[src/hw/game_geometry_pkg.sv]
// ==========================================================
// Grid size, zone limits and start positions of the game
// Imported by the movers and used for port types of the core
// ==========================================================
package game_geometry_pkg;

    // One column of the 160 wide grid
    typedef logic [7:0] coord_x_t;

    // One row of the 120 high grid
    typedef logic [6:0] coord_y_t;

    // Grid edges
    localparam coord_x_t MAX_X = 8'd159;
    localparam coord_y_t MAX_Y = 7'd119;

    // Road zone on top, safe zone right below it
    localparam coord_y_t WAR_Y_MAX = 7'd99;
    localparam coord_y_t SAFE_Y_MIN = WAR_Y_MAX + 7'd1;

    // Player starts in the middle of the safe zone
    localparam coord_x_t PLAYER_START_X = 8'd80;
    localparam coord_y_t PLAYER_START_Y = SAFE_Y_MIN + 7'd10;

    // Car group layout
    localparam int N_CARS = 4;
    // Start column step, car i at i * CAR_SPACING
    localparam int CAR_SPACING = 40;

endpackage

[src/hw/game_timing_pkg.sv]
// ==========================================================
// Game tick rate and control state encoding
// Shared by the control FSM and the tick divider
// ==========================================================
package game_timing_pkg;

    // Clock cycles per game tick, raise for real hardware
    localparam int TICK_PERIOD = 8;

    // Divider count, holds 0 to TICK_PERIOD - 1
    typedef logic [3:0] tick_count_t;

    // Value where the divider wraps
    localparam tick_count_t TICK_LAST = tick_count_t'(TICK_PERIOD - 1);

    // Control FSM states
    typedef enum logic [1:0] {
        S_WAIT          = 2'd0,
        S_WAIT_FOR_TICK = 2'd1,
        S_UPDATE        = 2'd2
    } ctrl_state_t;

endpackage

[src/hw/car_mover.sv]
// ==========================================================
// Car column registers, all cars shift right on each update
// A car leaving the last column reenters at column zero
// ==========================================================
`timescale 1ns/1ps

module car_mover
(
    input  logic                        clock,
    input  logic                        rst_n,
    input  logic                        update,
    output game_geometry_pkg::coord_x_t car_x [game_geometry_pkg::N_CARS]
);

    import game_geometry_pkg::*;

    // Advanced column per car
    coord_x_t next_x [N_CARS];

    always_comb
    begin
        for (int i = 0; i < N_CARS; i++)
        begin
            // Wrap at the right edge
            if (car_x[i] == MAX_X)
                next_x[i] = 8'd0;
            else
                next_x[i] = car_x[i] + 8'd1;
        end
    end

    // Lanes are fixed rows, only the columns move
    always_ff @(posedge clock or negedge rst_n)
    begin
        if (!rst_n)
        begin
            // Cars spread evenly across the road
            for (int i = 0; i < N_CARS; i++)
                car_x[i] <= coord_x_t'(i * CAR_SPACING);
        end
        else if (update)
        begin
            for (int i = 0; i < N_CARS; i++)
                car_x[i] <= next_x[i];
        end
    end

endmodule

[src/hw/game_control.sv]
// ==========================================================
// Game control FSM, waits for start then paces the updates
// Drives the divider enable and the mover update strobe
// ==========================================================
`timescale 1ns/1ps

module game_control
(
    input  logic clock,
    input  logic rst_n,
    input  logic start_game,
    input  logic tick,
    output logic running,
    output logic update
);

    import game_timing_pkg::*;

    ctrl_state_t state;
    ctrl_state_t next_state;

    // Next state logic
    always_comb
    begin
        next_state = state;
        case (state)
            // Idle until the player presses start
            S_WAIT:
            begin
                if (start_game)
                    next_state = S_WAIT_FOR_TICK;
            end
            S_WAIT_FOR_TICK:
            begin
                if (tick)
                    next_state = S_UPDATE;
            end
            // Single update cycle, then back to waiting
            S_UPDATE:
            begin
                next_state = S_WAIT_FOR_TICK;
            end
            default:
            begin
                next_state = S_WAIT;
            end
        endcase
    end

    // State register
    always_ff @(posedge clock or negedge rst_n)
    begin
        if (!rst_n)
            state <= S_WAIT;
        else
            state <= next_state;
    end

    // Once started the game never leaves the running states
    assign running = (state != S_WAIT);
    assign update  = (state == S_UPDATE);

endmodule

[src/hw/player_mover.sv]
// ==========================================================
// Player position registers and one step per game update
// Buttons are active low, priority up, down, left, right
// ==========================================================
`timescale 1ns/1ps

module player_mover
(
    input  logic                        clock,
    input  logic                        rst_n,
    input  logic                        update,
    input  logic                        up,
    input  logic                        down,
    input  logic                        left,
    input  logic                        right,
    output game_geometry_pkg::coord_x_t player_x,
    output game_geometry_pkg::coord_y_t player_y
);

    import game_geometry_pkg::*;

    coord_x_t next_x;
    coord_y_t next_y;

    // Step selection
    always_comb
    begin
        next_x = player_x;
        next_y = player_y;
        // Only the top pressed button counts, even when it is blocked
        if (!up)
        begin
            if (player_y != 7'd0)
                next_y = player_y - 7'd1;
        end
        else if (!down)
        begin
            if (player_y != MAX_Y)
                next_y = player_y + 7'd1;
        end
        else if (!left)
        begin
            if (player_x != 8'd0)
                next_x = player_x - 8'd1;
        end
        else if (!right)
        begin
            if (player_x != MAX_X)
                next_x = player_x + 8'd1;
        end
    end

    // Position registers, load only in the update cycle
    always_ff @(posedge clock or negedge rst_n)
    begin
        if (!rst_n)
        begin
            player_x <= PLAYER_START_X;
            player_y <= PLAYER_START_Y;
        end
        else if (update)
        begin
            player_x <= next_x;
            player_y <= next_y;
        end
    end

endmodule

[src/hw/road_crosser_core.sv]
// ==========================================================
// Movement core of the road crossing game
// Connects control FSM, tick divider, player and car movers
// ==========================================================
`timescale 1ns/1ps

module road_crosser_core
(
    input  logic                        clock,
    input  logic                        rst_n,
    input  logic                        start_game,
    input  logic                        up,
    input  logic                        down,
    input  logic                        left,
    input  logic                        right,
    output game_geometry_pkg::coord_x_t player_x,
    output game_geometry_pkg::coord_y_t player_y,
    output game_geometry_pkg::coord_x_t car_x [game_geometry_pkg::N_CARS],
    output logic                        frame_update
);

    // Game is past the start screen
    logic running;
    // Divider pulse, one per tick period
    logic tick;
    // Position load strobe for both movers
    logic update;

    game_control u_control
    (
        .clock      (clock),
        .rst_n      (rst_n),
        .start_game (start_game),
        .tick       (tick),
        .running    (running),
        .update     (update)
    );

    tick_divider u_divider
    (
        .clock   (clock),
        .rst_n   (rst_n),
        .running (running),
        .tick    (tick)
    );

    player_mover u_player
    (
        .clock    (clock),
        .rst_n    (rst_n),
        .update   (update),
        .up       (up),
        .down     (down),
        .left     (left),
        .right    (right),
        .player_x (player_x),
        .player_y (player_y)
    );

    car_mover u_cars
    (
        .clock  (clock),
        .rst_n  (rst_n),
        .update (update),
        .car_x  (car_x)
    );

    // New positions show one cycle after this pulse
    assign frame_update = update;

endmodule

[src/hw/tick_divider.sv]
// ==========================================================
// Rate divider for the game tick, one pulse per tick period
// Count is cleared while the game is not running
// ==========================================================
`timescale 1ns/1ps

module tick_divider
(
    input  logic clock,
    input  logic rst_n,
    input  logic running,
    output logic tick
);

    import game_timing_pkg::*;

    tick_count_t count;

    always_ff @(posedge clock or negedge rst_n)
    begin
        if (!rst_n)
        begin
            count <= '0;
            tick  <= 1'b0;
        end
        else if (!running)
        begin
            // Hold at zero so the first tick is a full period away
            count <= '0;
            tick  <= 1'b0;
        end
        else if (count == TICK_LAST)
        begin
            // Wrap and flag the tick for one cycle
            count <= '0;
            tick  <= 1'b1;
        end
        else
        begin
            count <= count + 4'd1;
            tick  <= 1'b0;
        end
    end

endmodule

[config.mk]
export PLATFORM = sky130hd
export DESIGN_NAME = road_crosser_core
export DESIGN_NICKNAME = d
export VERILOG_FILES = /design/src/hw/game_geometry_pkg.sv /design/src/hw/game_timing_pkg.sv /design/src/hw/car_mover.sv /design/src/hw/game_control.sv /design/src/hw/player_mover.sv /design/src/hw/road_crosser_core.sv /design/src/hw/tick_divider.sv
export SDC_FILE = /design/constraint.sdc
export NUM_CORES = 1
export LEC_CHECK = 0
export BUFFER_PORTS_ARGS = -buffer_cell sky130_fd_sc_hd__buf_2
export CAP_MARGIN = 20
export CELL_PAD_IN_SITES_DETAIL_PLACEMENT = 1
export CELL_PAD_IN_SITES_GLOBAL_PLACEMENT = 2
export CORE_MARGIN = 3
export CORE_UTILIZATION = 36
export DETAILED_ROUTE_END_ITERATION = 7
export HOLD_SLACK_MARGIN = 0.02
export PLACE_DENSITY_LB_ADDON = 0.3
export SLEW_MARGIN = 5
export SYNTH_ARGS = -nofsm -noshare
export SYNTH_HDL_FRONTEND = slang
export SYNTH_HIERARCHICAL = 1
export SYNTH_SLANG_ARGS = --single-unit
export TNS_END_PERCENT = 100
[constraint.sdc]
create_clock -name clock -period 2.41 [get_ports clock]
set_input_delay 0.1205 -clock clock [delete_from_list [all_inputs] [get_ports clock]]
set_output_delay 0.1205 -clock clock [all_outputs]
set_load 0.005 [all_outputs]
Word-level counts from Yosys, hierarchy flattened. Index checks and enable logic that the tools add are counted.

Flip-flop bits (word level): 54. Bits in latches: 0. Bits in writable memories: 0. Memory bits (read-only): 0. Input bits: 7. Memories: 0.

Add/subtract/negate cells: 9. Multiply operators: 0. Divide/modulo/power cells: 0. Order comparisons: 0. Equal/unequal tests: 15. Shift operators: 0. Muxes and demuxes: 19. Bitwise gates (word level): 0. Reductions and logical operators: 9.

Operators with widths (number): 2-to-1 mux 8 bit (8); adder 8 x 1 -> 8 bit, second input constant (5); equality test 8 bit, second input constant (4); 2-to-1 mux 7 bit (4); 2-to-1 mux 4 bit (2); != test 8 bit, second input constant (1); nonzero test 8 bit (1); subtractor 8 x 1 -> 8 bit, second input constant (1); adder 7 x 1 -> 7 bit, second input constant (1); != test 7 bit, second input constant (1); nonzero test 7 bit (1); subtractor 7 x 1 -> 7 bit, second input constant (1); != test 2 x 1 -> 1 bit, second input constant (3); != test 2 bit, second input constant (3); one-hot mux 2 bit (3 select lines) (1); AND reduction 6 bit (1); nonzero test 2 bit (3); adder 4 x 1 -> 4 bit, second input constant (1); equality test 4 x 3 -> 1 bit, second input constant (1); 2-to-1 mux 2 bit (2); AND reduction 4 bit (1); equality test 2 x 1 -> 1 bit, second input constant (1); equality test 2 bit, second input constant (1); logical NOT 2 bit (1); other kinds (2) (3).

Depth between registers and ports, before layout. Gate-level depths: netlist of run 1.

Depth in word-level cells: 4. Gate-level depth with buffers: 7. Mapped depth without buffers: 7.

Cells and area by module. Netlist of run 1, hierarchy kept.

By module, submodules not included: car_mover (times used 1, cells each 146, area an instance 1599.0 µm²); player_mover (times used 1, cells each 121, area an instance 1161.1 µm²); tick_divider (times used 1, cells each 16, area an instance 216.5 µm²); game_control (times used 1, cells each 8, area an instance 85.1 µm²).

Worst setup path after synthesis of run 1. Ideal clock, no wire load.

Path type: reg2reg. Start: register u_control.state[0]. End: register u_player.player_x[7]. Setup time: 90 ps. Data arrival time: 1952 ps. Required time: 2320 ps. Slack: 368 ps. Stages on the path, launching flop included: 7. Path buffers: 0. Path through: dfrtp_1 nor2b_1 nand3_1 a31o_1 o21bai_4 or4_1 o2111ai_1.

Longest elaborated chain between the ends: 2.

Ends and longest elaborated chain: start: declaration (RTL line game_control.sv:19) `ctrl_state_t state;`; start signal: assignment (RTL line game_control.sv:56) `state <= next_state;`; equality test 2 bit (RTL line game_control.sv:61) `assign update = (state == S_UPDATE);`; named net frame_update (RTL line road_crosser_core.sv:19) `output logic frame_update`; AND reduction 6 bit (no source line); end signal: assignment (RTL line player_mover.sv:63) `player_x <= next_x;`; end: declaration (RTL line player_mover.sv:16) `output game_geometry_pkg::coord_x_t player_x,`.

The timed path passes the listed nets, and every way through them passes these cells. A chain may end at the register's enable or synchronous reset.

Worst setup path in the final report of run 1.
Start: register u_player.player_y[0]. End: register u_player.player_y[6].

Longest elaborated chain between the ends: 4. Elaborated cells on any way between the ends: 11.

Ends and longest elaborated chain: start: declaration (RTL line player_mover.sv:17) `output game_geometry_pkg::coord_y_t player_y`; start signal: assignment (RTL line player_mover.sv:64) `player_y <= next_y;`; adder 7 x 1 -> 7 bit (RTL line player_mover.sv:39) `next_y = player_y + 7'd1;`; 2-to-1 mux 7 bit (RTL line player_mover.sv:38) `if (player_y != MAX_Y)`; 2-to-1 mux 7 bit (RTL line player_mover.sv:36) `else if (!down)`; 2-to-1 mux 7 bit (RTL line player_mover.sv:31) `if (!up)`.

Parallel ways exist; a longest one is shown, timed or not. The select of a mux whose other input is x is not followed.

==> results of run 1 <==
-- worst paths after layout --
path | from | endpoint | slack (ns) | cells past startpoint
worst max-delay path | u_player/player_y[0] | u_player/player_y[6] | 0.43 | 6
worst min-delay path | left | u_player/player_x[7] | 0.1 | 2
worst max register to register | u_player/player_y[0] | u_player/player_y[6] | 0.43 | 6
worst min register to register | u_control/state[1] | u_control/state[1] | 0.47 | 1
max in group asynchronous | rst_n | u_player/player_x[6] | 1.43 | 3
min in group asynchronous | rst_n | u_cars/car_x[10] | 0.34 | 2
-- layout by cell type (no fill, tap or decap), types with 4 or more instances in the layout --
| cell | synthesis | routed |
|---|---|---|
| buf_2 | 1 | 54 |
| dfrtp_1 | 39 | 39 |
| xnor2_1 | 20 | 20 |
| o21ai_0 | 19 | 19 |
| nand2_1 | 19 | 19 |
| nor2_1 | 18 | 18 |
| ha_1 | 16 | 16 |
| dfstp_2 | 15 | 15 |
| nand3_1 | 13 | 13 |
| inv_1 | 11 | 11 |
| mux2_2 | 10 | 10 |
| nor3_1 | 10 | 10 |
| xor2_1 | 9 | 9 |
| a21oi_1 | 8 | 8 |
| nand4_1 | 7 | 7 |
| or3_1 | 6 | 6 |
| clkbuf_8 | 0 | 5 |
| nor4_1 | 5 | 5 |
| nand2b_1 | 4 | 4 |
| mux2i_1 | 4 | 4 |
-- worst max-delay path, delay by kind of cell (launching register included) --
| family | cells | cell delay, ns |
|---|---|---|
| mux | 1 | 0.23 |
| flops | 1 | 0.46 |
| compound gates | 3 | 0.61 |
| xor+xnor | 1 | 0.13 |
| fa+ha+maj | 1 | 0.48 |
-- timing repair --
action / 4_1_cts / 5_1_grt
hold endpoints to repair: 15 / 0
resized for setup: 0 / 0
buffers inserted: 0 / 0
hold buffers: 2 / 0
-- through the flow --
step / hold slack, ns / cells / setup slack [ns]
final: 0.0958 / 459 / 0.433
after floorplan: -0.175 / 291 / 0.368
after global placement: 0.149 / 449 / 0.442
after CTS: 0.0792 / 459 / 0.403
after detailed placement: 0.150 / 449 / 0.363
after global routing: 0.0949 / 459 / 0.262
-- flip-flops by register name, summed over array words and instances (netlist names) --
register           cells
u_divider/count        4
u_player/player_x      8
u_control/state        2
u_divider/tick         1
u_cars/car_x          32
u_player/player_y      7
-- report_power, final --
group	switching, mW	total, mW	internal, mW
clock network	0.318	0.635	0.317
registers	0.192	1.28	1.09
logic	0.393	0.827	0.434
-- Yosys cell counts, types with 2 or more instances --
library cell	number
a31oi_1	2
xnor2_1	20
o21a_1	2
o21ai_0	19
nand3b_1	3
a221oi_2	2
and2_2	2
mux2_2	10
or3_1	6
and4_1	2
xor2_1	9
nor2b_1	4
nor4_1	5
nor2_1	18
and4_2	2
nor3_1	10
mux2i_1	4
a221oi_1	3
dfstp_2	15
dfrtp_1	39
nand3_1	13
fa_1	2
and3_1	2
nand4_1	7
nand3_2	2
ha_1	16
nand2_1	19
a21oi_1	8
o21bai_1	2
nand2b_1	4
a21o_1	3
a41oi_1	2
inv_1	11
-- kinds of logic (layout without fill, tap and decap cells) --
kind of cell | count (synthesis) | count (layout) | share of synthesized area
AO/OA/AOI/OAI | 52 | 52 | 0.116
XOR/XNOR | 29 | 29 | 0.0830
adder cells (fa/ha/maj) | 18 | 18 | 0.0785
buffers and inverters | 14 | 77 | 0.0212
flip-flops | 54 | 54 | 0.447
multiplexers | 14 | 14 | 0.0499
AND/OR/NAND/NOR | 110 | 110 | 0.204
-- cell type report --
cell class | count | area [µm²] | area share
sequential | 54 | 1370 | 0.378
clock inverter | 3 | 48.8 | 0.0135
multi-input combinational | 223 | 1630 | 0.450
timing repair buffer | 58 | 330 | 0.0913
tap | 105 | 131 | 0.0363
inverter | 11 | 41.3 | 0.0114
clock buffer | 5 | 68.8 | 0.0190
-- per-layer routing --
metal  wire [µm]  vias to the layer above  part of all wire  GRT usage
met5           0                        -                 0          0
met4          46                        0            0.0065     0.0315
met3         215                        4             0.031     0.0329
met2        3370                       30              0.48      0.254
met1        3400                     1184              0.48      0.210
li1            -                     1188                 -          -
==> flow_metrics.env, run 1 <==
export IMPL_grt_use_total=0.154
export IMPL_hp_class="input pin to flop"
export IMPL_yosysSeqAreaShare=0.447
export IMPL_syn2layout_area_growth_pct=18.2
export IMPL_power_density_nw_per_um2=757
export IMPL_critPathKind="flop to flop"
export IMPL_post_route_util=0.438
export IMPL_postSynthCellCount=291
export IMPL_clock_skew_ns=0.00693
export IMPL_crit_slowest_cell="fa_1"
export IMPL_synth_ff_type="dfrtp_1"
export IMPL_nFillCells=973
export IMPL_gp_congestion=0.826
export IMPL_synthesis_nets=316
export IMPL_path_cells="fa_1 -> a211oi_1 -> o21bai_1 -> a21oi_1 -> mux2i_1 -> xnor2_1"
export IMPL_vias=2406
export IMPL_crit_arrival_ns=2.22
export IMPL_cts_root_buf="clkbuf_8"
export IMPL_drt_pass1_iter_count=4
export IMPL_antenna_found_initial=0
export IMPL_fp_dieW_um=98.2
export IMPL_startpoint_type="flop"
export IMPL_final_max_slew_violation_count=0
export IMPL_dieHeight_um=98.2
export IMPL_diodes=0
export IMPL_clkSlewWorstSetupHoldPaths_ns=0.10
export IMPL_finalInstanceArea_um2=3620
export IMPL_core_um2=8260
export IMPL_place_area_um2=3480
export IMPL_p_leak_nw=1.71
export IMPL_drtIter0Drc=36
export IMPL_layout_nets=378
export IMPL_timing_critical_path_required_ns=2.66
export IMPL_worstMarginPinSlew_ns=0.563
export IMPL_setup_viol=0
export IMPL_clock_path_buffers=2
export IMPL_wire_per_inst_um=15.3
export IMPL_synth_area_top_cells="dfrtp_1 32%, dfstp_2 13%, ha_1 6.5%"
export IMPL_power_total_mw=2.74
export IMPL_fin_setup_tns_ns=0
export IMPL_slew_headroom=0.625
export IMPL_initial_core_util=0.371
export IMPL_cpPeakStageDelay_ns=0.48
export IMPL_max_cap_viol_count=0
export IMPL_cts_max_level=2
export IMPL_cp_end_kind="flop"
export IMPL_grt_max_degree=33
export IMPL_port_buffers=54
export IMPL_clock_sinks=54
export IMPL_cts_buffers=5
export IMPL_ir_drop_mv=0.433
export IMPL_grt_setup_unrepaired="false"
export IMPL_syn_area_per_cell_um2=10.5
export IMPL_min_period_ns=1.98
export IMPL_ys_async_sr_fraction=1.00
export IMPL_yosysTopAreaCell="dfrtp_1"
export IMPL_hold_viol_final=0
export IMPL_ioPinCount=55
export IMPL_grt_pass1_vias=2484
export IMPL_synth_enable_flop_cells=0
export IMPL_rows=33
export IMPL_cts_tree="done"
export IMPL_drc=0
export IMPL_synth_top_area_frac=0.319
export IMPL_drive_gt1_frac=0.291
export IMPL_timing_final_crit_share=0.820
export IMPL_syn_area_um2=3060
export IMPL_fmax_mhz=506
export IMPL_vias_per_cell=5.24
export IMPL_ys_ff_latch=54
export IMPL_drt_total_wl_um=7030
export IMPL_clk_insertion_delay_late_ns=0.31
export IMPL_crit_fanout=6
export IMPL_grt_pass1_wl_um=12300
export IMPL_antenna_left=0
export IMPL_yosysWarnings=6
export IMPL_hpwl_um=5300
export IMPL_grt_overflow_total=0
export IMPL_ys_types=56
export IMPL_die_area_um2=9650
export IMPL_outcome="finished, final reports clean"
Power figures use the tool's default switching activity.
==> run 2, diff against run 1 <==
- CORE_UTILIZATION: 36 -> 32
- clock period: 2.41 -> 1.75 ns (I/O delays scaled with it)
==> flow_metrics.env, run 2 (same netlist as run 1, synthesis figures left out) <==
export IMPL_final_max_slew_violation_count=0
export IMPL_fmax_mhz=562
export IMPL_grt_pass1_wl_um=13500
export IMPL_max_cap_viol_count=0
export IMPL_place_area_um2=3800
export IMPL_diodes=0
export IMPL_cts_tree="done"
export IMPL_timing_critical_path_required_ns=1.95
export IMPL_rows=35
export IMPL_clock_sinks=54
export IMPL_grt_max_degree=26
export IMPL_vias_per_cell=4.88
export IMPL_violations="setup timing"
export IMPL_cp_common_cell="buf_4"
export IMPL_drt_pass1_iter_count=4
export IMPL_startpoint_type="flop"
export IMPL_wire_per_inst_um=14.6
export IMPL_top_register="u_cars/car_x"
export IMPL_final_cell_mix="54 x buf_2, 54 x buf_4, 37 x dfrtp_1, 20 x xnor2_1, 19 x nand2_1"
export IMPL_critPathKind="flop to flop"
export IMPL_crit_arrival_ns=1.98
export IMPL_worstMarginPinSlew_ns=0.614
export IMPL_grt_use_total=0.149
export IMPL_place_inst=511
export IMPL_syn2layout_area_growth_pct=37.9
export IMPL_clock_path_buffers=2
export IMPL_finalInstanceArea_um2=4220
export IMPL_path_cells="buf_4 -> buf_4 -> nand4b_1 -> nor2_1 -> nor3_2 -> nor2_2 -> buf_6 -> mux2_2"
export IMPL_core_um2=9280
export IMPL_fp_dieW_um=104
export IMPL_antenna_found_initial=0
export IMPL_post_route_util=0.455
export IMPL_switchingPower_mw=1.36
export IMPL_setup_viol=2
export IMPL_ir_drop_mv=0.457
export IMPL_crit_slowest_cell="dfstp_2"
export IMPL_initial_core_util=0.330
export IMPL_cts_max_level=2
export IMPL_pwr_share_clk=0.206
export IMPL_hpwl_um=5800
export IMPL_top_regs="u_cars/car_x x32, u_player/player_x x8, u_player/player_y x7"
export IMPL_ioPinCount=55
export IMPL_drt_total_wl_um=7850
export IMPL_min_period_ns=1.78
export IMPL_port_buffers=54
export IMPL_clock_skew_ns=0.0150
export IMPL_grt_setup_unrepaired="true"
export IMPL_cp_end_kind="flop"
export IMPL_startpoint="u_player/player_y[2]"
export IMPL_switching_share=0.320
export IMPL_clkSlewWorstSetupHoldPaths_ns=0.09
export IMPL_p_leak_nw=1.99
export IMPL_hold_viol_final=0
export IMPL_cts_root_buf="clkbuf_8"
export IMPL_slew_headroom=0.591
export IMPL_hp_class="input pin to flop"
export IMPL_power_density_nw_per_um2=1010
export IMPL_hp_start="left"
export IMPL_drtIter0Drc=43
export IMPL_dieHeight_um=104
export IMPL_grt_overflow_total=0
export IMPL_seqPwrFrac=0.405
export IMPL_cts_buffers=5
export IMPL_combPwrFrac=0.389
export IMPL_timing_final_crit_share=1.02
export IMPL_outcome="finished with violations"
export IMPL_vias=2625
export IMPL_gp_congestion=0.744
export IMPL_drc=0
export IMPL_fin_cells=538
export IMPL_largest_register_ff_count=32
export IMPL_p_int_mw=2.90
export IMPL_layout_nets=433
export IMPL_die_area_um2=10800
export IMPL_setup_slack_ns=-0.0291
export IMPL_crit_fanout=4
export IMPL_antenna_left=0
export IMPL_drive_gt1_frac=0.450
export IMPL_clk_insertion_delay_late_ns=0.31
export IMPL_cpPeakStageDelay_ns=0.58
export IMPL_grt_pass1_vias=2731
export IMPL_r2r_start="u_player/player_y[2]"
==> run 2: timing repair <==
item,CTS,global route
resized for setup,8,24
hold buffers,2,0
buffers inserted,5,12
hold endpoints to repair,17,0
pin swaps,6,16
endpoints found under the setup margin,6,17
==> run 2: power by group through the flow <==
stage	Sequential, mW	Clock (mW)	Combinational [mW]
6_report	1.73	0.879	1.66
3_3_place_gp	1.73	0	1.38
3_5_place_dp	1.75	0	1.42
5_1_grt	1.77	0.982	1.86
2_1_floorplan	1.74	0	0.795
4_1_cts	1.73	0.923	1.49
==> run 2: stage by stage <==
| stage | power [mW] | TNS [ns] | hold slack, ns | setup WS (ns) |
|---|---|---|---|---|
| finish | 4.26 | -0.0307 | 0.166 | -0.0291 |
| global route | 4.61 | -0.605 | 0.170 | -0.130 |
| CTS | 4.14 | -0.0538 | 0.137 | -0.0289 |
| detailed placement | 3.17 | -0.316 | 0.144 | -0.164 |
| global placement | 3.11 | -0.0807 | 0.139 | -0.0406 |
| floorplan | 2.54 | 0 | -0.208 | 0.000492 |
==> run 2: path summary, 6_finish.rpt <==
kind | end | slack, ns | depth (start not counted)
setup / recovery | u_player/player_y[4] | -0.03 | 8
hold / removal | u_player/player_x[7] | 0.17 | 3
setup reg to reg | u_player/player_y[4] | -0.03 | 8
hold reg to reg | u_divider/count[0] | 0.48 | 1
max in group asynchronous | u_player/player_y[6] | 0.77 | 3
min in group asynchronous | u_cars/car_x[7] | 0.32 | 2
==> run 2: worst max-delay path: cells and delay by family (launching register included) <==
kind	cells	cell delay, ns
buf+inv	3	0.36
flops	1	0.58
simple gates	4	0.41
mux	1	0.32
==> run 2: metal layers <==
| layer | up-vias | GRT usage | share of wire |
|---|---|---|---|
| li1 | 1291 | - | - |
| met1 | 1293 | 0.203 | 0.49 |
| met2 | 33 | 0.242 | 0.47 |
| met3 | 8 | 0.0287 | 0.025 |
| met4 | 0 | 0.0408 | 0.014 |
| met5 | - | 0 | 0 |
==> run 2: layout make-up <==
cell class                      count  area (µm²)
Inverter                           11        41.3
Clock buffer                        7        86.3
Multi-Input combinational cell    223        1790
Sequential cell                    54        1370
Timing Repair Buffer              113         742
Tap cell                          129         161
Fill cell                        1064        5060
Clock inverter                      1        30.0
